## src/rtl/rsa_pkg.sv

```systemverilog
`default_nettype none

package rsa_pkg;

  // Operand width for every big-number value
  localparam int op_width = 128;

  typedef logic [op_width-1:0] operand_t;
  typedef logic [31:0]         word_t;
  typedef logic [31:0]         addr_t;
  typedef logic [31:0]         exp_len_t;

  // Host parameter block, command word first
  typedef struct packed {
    word_t    command;
    addr_t    addr_m;
    addr_t    addr_e;
    addr_t    addr_x;
    addr_t    addr_r;
    addr_t    addr_r2;
    exp_len_t exp_len;
    addr_t    addr_result;
  } host_regs_t;

  typedef struct packed {
    logic [28:0] reserved;
    logic        dma_error;
    logic        is_idle;
    logic        is_done;
  } status_t;

  typedef struct packed {
    logic  rx_start;
    addr_t rx_addr;
    logic  tx_start;
    addr_t tx_addr;
  } dma_req_t;

  typedef struct packed {
    logic done;
    logic idle;
    logic error;
  } dma_rsp_t;

  typedef struct packed {
    operand_t m;
    operand_t e;
    operand_t x;
    operand_t r;
    operand_t r2;
    exp_len_t exp_len;
  } ladder_ops_t;

  localparam word_t cmd_idle    = 32'd0;
  localparam word_t cmd_compute = 32'd1;

endpackage

`default_nettype wire

```

## src/rtl/mont_mult.sv

```systemverilog
`default_nettype none

module mont_mult (
  input  wire                    clk,
  input  wire                    resetn,
  input  wire                    mult_start,
  input  wire rsa_pkg::operand_t a_op,
  input  wire rsa_pkg::operand_t b_op,
  input  wire rsa_pkg::operand_t mod_op,
  output rsa_pkg::operand_t      product,
  output logic                   mult_done
);

  localparam int cnt_width = $clog2(rsa_pkg::op_width + 1);
  localparam logic [cnt_width-1:0] last_iter = cnt_width'(rsa_pkg::op_width - 1);

  typedef enum logic [1:0] {idle, run, reduce} state_t;

  state_t                        state;
  logic [cnt_width-1:0]          count;
  rsa_pkg::operand_t             a_q;
  rsa_pkg::operand_t             b_q;
  rsa_pkg::operand_t             m_q;
  // One bit of headroom, the running value stays below 2m
  logic [rsa_pkg::op_width:0]    acc;
  logic [rsa_pkg::op_width+1:0]  sum_ab;
  logic [rsa_pkg::op_width+1:0]  sum_abm;
  logic [rsa_pkg::op_width:0]    diff;
  logic                          q_bit;

  // One radix-2 step: add a_i*b, make it even with q*m, halve
  always_comb begin
    sum_ab  = {1'b0, acc} + (a_q[0] ? {2'b00, b_q} : '0);
    q_bit   = sum_ab[0];
    sum_abm = sum_ab + (q_bit ? {2'b00, m_q} : '0);
    diff    = acc - {1'b0, m_q};
  end

  always_ff @(posedge clk) begin
    if (!resetn) begin
      state     <= idle;
      count     <= '0;
      mult_done <= 1'b0;
    end else begin
      mult_done <= 1'b0;
      case (state)
        idle: begin
          if (mult_start) begin
            state <= run;
            count <= '0;
          end
        end
        run: begin
          count <= count + 1'b1;
          if (count == last_iter) begin
            state <= reduce;
          end
        end
        reduce: begin
          state     <= idle;
          mult_done <= 1'b1;
        end
        default: state <= idle;
      endcase
    end
  end

  always_ff @(posedge clk) begin
    case (state)
      idle: begin
        if (mult_start) begin
          a_q <= a_op;
          b_q <= b_op;
          m_q <= mod_op;
          acc <= '0;
        end
      end
      run: begin
        acc <= sum_abm[rsa_pkg::op_width+1:1];
        a_q <= a_q >> 1;
      end
      reduce: begin
        // Final conditional subtraction
        product <= (acc >= {1'b0, m_q}) ? diff[rsa_pkg::op_width-1:0]
                                        : acc[rsa_pkg::op_width-1:0];
      end
      default: ;
    endcase
  end

endmodule

`default_nettype wire

```

## src/rtl/mont_ladder.sv

```systemverilog
`default_nettype none

module mont_ladder (
  input  wire                       clk,
  input  wire                       resetn,
  input  wire                       start,
  input  wire rsa_pkg::ladder_ops_t ops,
  output rsa_pkg::operand_t         result,
  output logic                      done,
  output rsa_pkg::operand_t         a_op,
  output rsa_pkg::operand_t         b_op,
  output rsa_pkg::operand_t         mod_op,
  output logic                      mult_start,
  input  wire rsa_pkg::operand_t    product,
  input  wire                       mult_done
);

  typedef enum logic [3:0] {
    idle,
    xx_issue,
    xx_wait,
    step1_issue,
    step1_wait,
    step2_issue,
    step2_wait,
    fin_issue,
    fin_wait
  } state_t;

  state_t              state;
  rsa_pkg::operand_t   a_q;
  rsa_pkg::operand_t   xx_q;
  // Exponent aligned so the current bit sits at the top
  rsa_pkg::operand_t   e_q;
  rsa_pkg::exp_len_t   bits_left;
  rsa_pkg::operand_t   sq_op;
  logic                e_bit;

  assign e_bit  = e_q[rsa_pkg::op_width-1];
  assign sq_op  = e_bit ? xx_q : a_q;
  assign mod_op = ops.m;
  assign result = a_q;

  // Multiplier operand select
  always_comb begin
    a_op       = a_q;
    b_op       = xx_q;
    mult_start = 1'b0;
    case (state)
      xx_issue: begin
        a_op       = ops.x;
        b_op       = ops.r2;
        mult_start = 1'b1;
      end
      step1_issue: begin
        mult_start = 1'b1;
      end
      step2_issue: begin
        a_op       = sq_op;
        b_op       = sq_op;
        mult_start = 1'b1;
      end
      fin_issue: begin
        // Multiply by one to leave the Montgomery domain
        b_op       = rsa_pkg::operand_t'(1);
        mult_start = 1'b1;
      end
      default: ;
    endcase
  end

  always_ff @(posedge clk) begin
    if (!resetn) begin
      state     <= idle;
      done      <= 1'b0;
      bits_left <= '0;
    end else begin
      done <= 1'b0;
      case (state)
        idle: begin
          if (start) begin
            state     <= xx_issue;
            bits_left <= ops.exp_len;
          end
        end
        xx_issue: state <= xx_wait;
        xx_wait: begin
          if (mult_done) begin
            state <= (bits_left == '0) ? fin_issue : step1_issue;
          end
        end
        step1_issue: state <= step1_wait;
        step1_wait: begin
          if (mult_done) begin
            state <= step2_issue;
          end
        end
        step2_issue: state <= step2_wait;
        step2_wait: begin
          if (mult_done) begin
            bits_left <= bits_left - 1'b1;
            state     <= (bits_left == 32'd1) ? fin_issue : step1_issue;
          end
        end
        fin_issue: state <= fin_wait;
        fin_wait: begin
          if (mult_done) begin
            state <= idle;
            done  <= 1'b1;
          end
        end
        default: state <= idle;
      endcase
    end
  end

  // Ladder registers, written back from the multiplier
  always_ff @(posedge clk) begin
    case (state)
      idle: begin
        if (start) begin
          a_q <= ops.r;
          e_q <= ops.e << (rsa_pkg::op_width - ops.exp_len);
        end
      end
      xx_wait: begin
        if (mult_done) begin
          xx_q <= product;
        end
      end
      step1_wait: begin
        if (mult_done) begin
          if (e_bit) begin
            a_q <= product;
          end else begin
            xx_q <= product;
          end
        end
      end
      step2_wait: begin
        if (mult_done) begin
          if (e_bit) begin
            xx_q <= product;
          end else begin
            a_q <= product;
          end
          e_q <= e_q << 1;
        end
      end
      fin_wait: begin
        if (mult_done) begin
          a_q <= product;
        end
      end
      default: ;
    endcase
  end

endmodule

`default_nettype wire

```

## src/rtl/rsa_ctrl.sv

```systemverilog
`default_nettype none

module rsa_ctrl (
  input  wire                      clk,
  input  wire                      resetn,
  input  wire rsa_pkg::host_regs_t host_regs,
  output rsa_pkg::status_t         status,
  output rsa_pkg::dma_req_t        dma_req,
  input  wire rsa_pkg::dma_rsp_t   dma_rsp,
  input  wire rsa_pkg::operand_t   rx_data,
  output rsa_pkg::operand_t        tx_data,
  output rsa_pkg::ladder_ops_t     ops,
  output logic                     ladder_start,
  input  wire                      ladder_done,
  input  wire rsa_pkg::operand_t   ladder_result
);

  typedef enum logic [2:0] {
    idle,
    rx_issue,
    rx_wait,
    compute,
    compute_wait,
    tx_issue,
    tx_wait,
    done
  } state_t;

  // Fetch order is M, E, X, R, R2
  localparam logic [2:0] last_fetch = 3'd4;

  state_t                state;
  logic [2:0]            fetch_idx;
  rsa_pkg::addr_t        fetch_addr;
  rsa_pkg::ladder_ops_t  ops_q;
  rsa_pkg::operand_t     result_q;
  logic                  cmd_is_compute;
  logic                  cmd_is_idle;

  assign cmd_is_compute = (host_regs.command == rsa_pkg::cmd_compute);
  assign cmd_is_idle    = (host_regs.command == rsa_pkg::cmd_idle);

  always_comb begin
    case (fetch_idx)
      3'd0:    fetch_addr = host_regs.addr_m;
      3'd1:    fetch_addr = host_regs.addr_e;
      3'd2:    fetch_addr = host_regs.addr_x;
      3'd3:    fetch_addr = host_regs.addr_r;
      default: fetch_addr = host_regs.addr_r2;
    endcase
  end

  // Start bits stay up until the engine drops idle
  always_comb begin
    dma_req          = '0;
    dma_req.rx_start = (state == rx_issue);
    dma_req.rx_addr  = fetch_addr;
    dma_req.tx_start = (state == tx_issue);
    dma_req.tx_addr  = host_regs.addr_result;
  end

  always_comb begin
    status           = '0;
    status.dma_error = dma_rsp.error;
    status.is_idle   = (state == idle);
    status.is_done   = (state == done);
  end

  assign ladder_start = (state == compute);
  assign ops          = ops_q;
  assign tx_data      = result_q;

  always_ff @(posedge clk) begin
    if (!resetn) begin
      state     <= idle;
      fetch_idx <= '0;
    end else begin
      case (state)
        idle: begin
          if (cmd_is_compute) begin
            state     <= rx_issue;
            fetch_idx <= '0;
          end
        end
        rx_issue: begin
          if (!dma_rsp.idle) begin
            state <= rx_wait;
          end
        end
        rx_wait: begin
          if (dma_rsp.done) begin
            if (fetch_idx == last_fetch) begin
              state     <= compute;
              fetch_idx <= '0;
            end else begin
              state     <= rx_issue;
              fetch_idx <= fetch_idx + 1'b1;
            end
          end
        end
        compute: state <= compute_wait;
        compute_wait: begin
          if (ladder_done) begin
            state <= tx_issue;
          end
        end
        tx_issue: begin
          if (!dma_rsp.idle) begin
            state <= tx_wait;
          end
        end
        tx_wait: begin
          if (dma_rsp.done) begin
            state <= done;
          end
        end
        done: begin
          // Hold here so a lingering compute command does not restart
          if (cmd_is_idle) begin
            state <= idle;
          end
        end
        default: state <= idle;
      endcase
    end
  end

  // Operand and result registers
  always_ff @(posedge clk) begin
    if (state == idle && cmd_is_compute) begin
      ops_q.exp_len <= host_regs.exp_len;
    end
    if (state == rx_wait && dma_rsp.done) begin
      case (fetch_idx)
        3'd0:    ops_q.m  <= rx_data;
        3'd1:    ops_q.e  <= rx_data;
        3'd2:    ops_q.x  <= rx_data;
        3'd3:    ops_q.r  <= rx_data;
        default: ops_q.r2 <= rx_data;
      endcase
    end
    if (state == compute_wait && ladder_done) begin
      result_q <= ladder_result;
    end
  end

endmodule

`default_nettype wire

```

## src/rtl/rsa_top.sv

```systemverilog
`default_nettype none

module rsa_top (
  input  wire                      clk,
  input  wire                      resetn,
  input  wire rsa_pkg::host_regs_t host_regs,
  output rsa_pkg::status_t         status,
  output rsa_pkg::dma_req_t        dma_req,
  input  wire rsa_pkg::dma_rsp_t   dma_rsp,
  input  wire rsa_pkg::operand_t   rx_data,
  output rsa_pkg::operand_t        tx_data
);

  rsa_pkg::ladder_ops_t ops;
  logic                 ladder_start;
  logic                 ladder_done;
  rsa_pkg::operand_t    ladder_result;

  // Multiplier operands from the ladder
  rsa_pkg::operand_t    a_op;
  rsa_pkg::operand_t    b_op;
  rsa_pkg::operand_t    mod_op;
  logic                 mult_start;
  rsa_pkg::operand_t    product;
  logic                 mult_done;

  rsa_ctrl ctrl0 (
    .clk           (clk),
    .resetn        (resetn),
    .host_regs     (host_regs),
    .status        (status),
    .dma_req       (dma_req),
    .dma_rsp       (dma_rsp),
    .rx_data       (rx_data),
    .tx_data       (tx_data),
    .ops           (ops),
    .ladder_start  (ladder_start),
    .ladder_done   (ladder_done),
    .ladder_result (ladder_result)
  );

  mont_ladder ladder0 (
    .clk        (clk),
    .resetn     (resetn),
    .start      (ladder_start),
    .ops        (ops),
    .result     (ladder_result),
    .done       (ladder_done),
    .a_op       (a_op),
    .b_op       (b_op),
    .mod_op     (mod_op),
    .mult_start (mult_start),
    .product    (product),
    .mult_done  (mult_done)
  );

  mont_mult mult0 (
    .clk        (clk),
    .resetn     (resetn),
    .mult_start (mult_start),
    .a_op       (a_op),
    .b_op       (b_op),
    .mod_op     (mod_op),
    .product    (product),
    .mult_done  (mult_done)
  );

endmodule

`default_nettype wire

```

## config.mk

```make
export PLATFORM = sky130hd
export DESIGN_NAME = rsa_top
export DESIGN_NICKNAME = d
export VERILOG_FILES = /design/src/rtl/rsa_pkg.sv /design/src/rtl/mont_mult.sv /design/src/rtl/mont_ladder.sv /design/src/rtl/rsa_ctrl.sv /design/src/rtl/rsa_top.sv
export SDC_FILE = /design/constraint.sdc
export NUM_CORES = 2
export LEC_CHECK = 0
export ABC_AREA = 1
export BUFFER_PORTS_ARGS = -buffer_cell sky130_fd_sc_hd__clkbuf_2
export CAP_MARGIN = 40
export CORE_MARGIN = 10
export CORE_UTILIZATION = 45
export DETAILED_ROUTE_END_ITERATION = 6
export SLEW_MARGIN = 15
export SYNTH_ARGS = -nofsm -noshare
export SYNTH_HDL_FRONTEND = slang
export SYNTH_SLANG_ARGS = --single-unit
```

## constraint.sdc

```tcl
create_clock -name clk -period 27.6 [get_ports clk]
set_input_delay 5.52 -clock clk [delete_from_list [all_inputs] [get_ports clk]]
set_output_delay 5.52 -clock clk [all_outputs]
set_load 0.02 [all_outputs]
```

==> impl_metrics.toml <==
[cells_and_area]
area_growth_pct = 12.08
fillCellCount = 25190
fin_util_pct = 50.61
nNetsFinal = 15280
fin_cells = 18130
final_area_um2 = 128500
drive_gt1_share_pct = 7.687

[clocking]
cts_buffers = 206
cts_root_buf = "clkbuf_16"
clk_pin_slew_worst_paths_ns = 0.06
cts_tree = "done"
cts_max_level = 4
clock_path_buffers = 3
clock-sinks = 1879
clk_latency_ns = 0.93
cts_resized = 0
post_cts_buffers = 0
cts_hold_buf = 0

[global_route]
antenna_found_initial = 77
grt_overflow = 0
grt_usage_pct = 36.35
first_global_vias = 99320
grt_start_max_net_pins = 104
grt_pass1_wl_mm = 728.4

[pwr]
ir_drop_uv = 86.03
p_leak_nw = 53.53
cellPowerDensity_nw_per_um2 = 142.9

[floorplan]
die_w_um = 524.8
initial_core_util_pct = 45.16
core_area_um2 = 253900
std_cell_rows = 185
dieArea_um2 = 275400
die_h_um = 524.8
ios = 615

[placement]
gp_congestion = 1.077
placedCellCount = 17640
io_buffer_count = 519
dp.final_hpwl_mm = 405.2
postPlaceCellArea_um2 = 120900

[run]
max_cap_viol_count = 0

[logic_synthesis]
async_flop_share_pct = 0
yosysSeqAreaShare_pct = 48.74
synth_top_flop_cell = "edfxtp_1"
synth_area_per_cell_um2 = 8.105
yosys_warnings = 0
ys_ff_latch = 1879
synthesis.area_um2 = 114700
synth_edf_count = 1825
synth_cells = 14150
ys_types = 62

[setup_path]
crit_arrival_ns = 6.58
r2r-start = "mult0.a_q[0]$_DFFE_PP_"
crit_type = "in -> out"
cp-end-kind = "output port"
startpoint = "host_regs[173]"
startpoint_type = "input port"
crit_fanout = 1
reg2reg_to = "mult0.acc[113]$_SDFFCE_PN0P_"
required_ns = 22.08
r2r_setup_slack_ns = 18.58
reg2regPathDepth = 31

[detailed_routing]
first_pass_iters = 7
via_count = 107100
ant_nets = 0
viasPerCell = 5.909
wl_per_cell_um = 28.97
drtIter0Drc = 14310
drc = 8
wirelength_mm = 525.2

[timing]
hold_viol = 0
drv_slew = 0
worst_slew_pin_slew_ns = 1.412
setup_viol = 0
fin_tns_setup_ns = 0
clock.fmax_mhz = 82.64
skew_ns = 0.09254
finalCriticalPeriod_ns = 12.10
slew_headroom_pct = 5.850
rsz0062_at_grt = "no"
post-route-period-util_pct = 43.84

[hold_path]
worstHoldEndpoint = "mult0.m_q[37]$_DFFE_PP_"
worst_hold_path_type = "reg -> reg"
hold_depth = 0
hp-start = "ctrl0.ops[581]$_DFFE_PP_"

[run_status]
violations = "DRC"
status = "finished with violations"
[worst max-delay path, stage by stage]
cell and delay, ns:
clkbuf_2 0.08, nand3_1 0.11, a31oi_1 0.58, clkbuf_2 0.28
[worst max-delay path by stage]
stage | end | slack, ns
detailed placement | dma_req[46] | 15.63
finish | dma_req[46] | 15.50
CTS | dma_req[46] | 15.63
floorplan | ladder0.xx_q[0]$_DFFE_PP_ | 5.33
global placement | dma_req[46] | 15.63
global route | dma_req[46] | 15.56
[cells in the mapped netlist (11+ instances only)]
master / instances / area (µm²)
buf_4: 79 / 593.1
xor2_1: 133 / 1165
a21oi_1: 1123 / 5620
nor3_1: 62 / 310.3
ha_1: 392 / 4905
clkbuf_1: 420 / 1577
edfxtp_1: 1825 / 54800
o21ai_1: 46 / 230.2
o221ai_1: 18 / 157.7
nand3b_1: 12 / 90.09
a221oi_1: 43 / 376.6
a21o_1: 23 / 172.7
nand4_1: 124 / 775.7
nand3_1: 1662 / 8318
o21a_1: 104 / 780.8
o211ai_1: 41 / 307.8
inv_2: 16 / 60.06
buf_2: 44 / 220.2
xnor2_1: 134 / 1174
nor2_1: 1258 / 4722
nand2_1: 3508 / 13170
buf_1: 69 / 259.0
a41oi_1: 64 / 560.5
dfxtp_1: 54 / 1081
a21boi_0: 28 / 210.2
a211oi_1: 13 / 97.59
nor4_1: 49 / 306.5
o21ai_0: 649 / 3248
inv_1: 1735 / 6513
a31oi_1: 298 / 1864
o21bai_1: 20 / 150.1
nor2_2: 11 / 68.82
[routing by layer]
layer,track usage [%],vias up,share of wire [%]
li1,-,48900,-
met1,50.06,51690,42
met2,55.13,5631,44
met3,8.399,876,10
met4,15.05,26,4.6
met5,0,-,0.032
[layout by cell type (no fill, tap or decap), types with 29 or more instances in the layout]
cell / count
nand2_1: 3505
edfxtp_1: 1825
inv_1: 1726
nand3_1: 1662
nor2_1: 1243
a21oi_1: 1123
o21ai_0: 643
clkbuf_2: 521
ha_1: 390
a31oi_1: 298
clkbuf_16: 210
buf_4: 152
xnor2_1: 134
xor2_1: 130
nand4_1: 124
o21a_1: 104
diode_2: 88
a41oi_1: 64
nor3_1: 62
dfxtp_1: 54
o21ai_1: 52
nor4_1: 49
a221oi_1: 42
clkinv_1: 42
o211ai_1: 41
clkbuf_1: 33
clkinv_2: 30
conb_1: 29
[report_power, final]
| part | internal [mW] | total, mW | switching (mW) |
|---|---|---|---|
| Clock | 1.66 | 2.94 | 1.28 |
| Sequential | 4.09 | 4.66 | 0.576 |
| Combinational | 2.88 | 10.8 | 7.88 |
[sequential cells by signal, indices dropped and copies added, names as in the netlist]
name and flops:
ctrl0.state 3, mult0.a_q 128, ladder0.result 128, ladder0.state 4, mult0.state 2, ladder0.done 1, ctrl0.tx_data 128, ladder0.e_q 128
mult0.mult_done 1, mult0.b_q 128, mult0.acc 129, mult0.m_q 128, mult0.product 128, ladder0.xx_q 128, ladder0.bits_left 32, ctrl0.fetch_idx 3
ctrl0.ops 672, mult0.count 8
[layout make-up]
| cell class | count | area (µm²) | share of cell area [%] |
|---|---|---|---|
| Sequential cell | 1879 | 55880 | 43.49 |
| Multi-Input combinational cell | 9924 | 49840 | 38.78 |
| Inverter | 1753 | 6625 | 5.155 |
| Clock buffer | 247 | 5434 | 4.229 |
| Timing Repair Buffer | 731 | 4572 | 3.558 |
| Tap cell | 3366 | 4212 | 3.277 |
| Clock inverter | 141 | 1723 | 1.341 |
| Antenna cell | 88 | 220.2 | 0.1714 |
[logic make-up (layout without fill, tap and decap cells)]
| logic type | after synthesis | in the layout | share of synthesized area (%) |
|---|---|---|---|
| AOI/OAI and AO/OA | 2521 | 2521 | 12.40 |
| xor gates and xnor gates | 267 | 267 | 2.040 |
| adders and majority gates | 395 | 395 | 4.330 |
| buffers and inverters | 2372 | 2872 | 8.112 |
| DFF | 1879 | 1879 | 48.74 |
| muxes | 1 | 1 | 0.008730 |
| other | 1 | 117 | 0.003271 |
| and+or+nand+nor | 6711 | 6711 | 24.37 |
[metrics by stage]
| stage | hold slack [ns] | setup WS, ns | power [mW] |
|---|---|---|---|
| 2_1_floorplan | 0.4003 | 5.332 | 10.80 |
| 6_report | 0.3867 | 15.50 | 18.37 |
| 5_1_grt | 0.3999 | 15.56 | 19.22 |
| 3_3_place_gp | 0.4006 | 15.63 | 14.99 |
| 4_1_cts | 0.3851 | 15.63 | 17.99 |
| 3_5_place_dp | 0.4045 | 15.63 | 15.01 |
(Power assumes the default switching activity.)
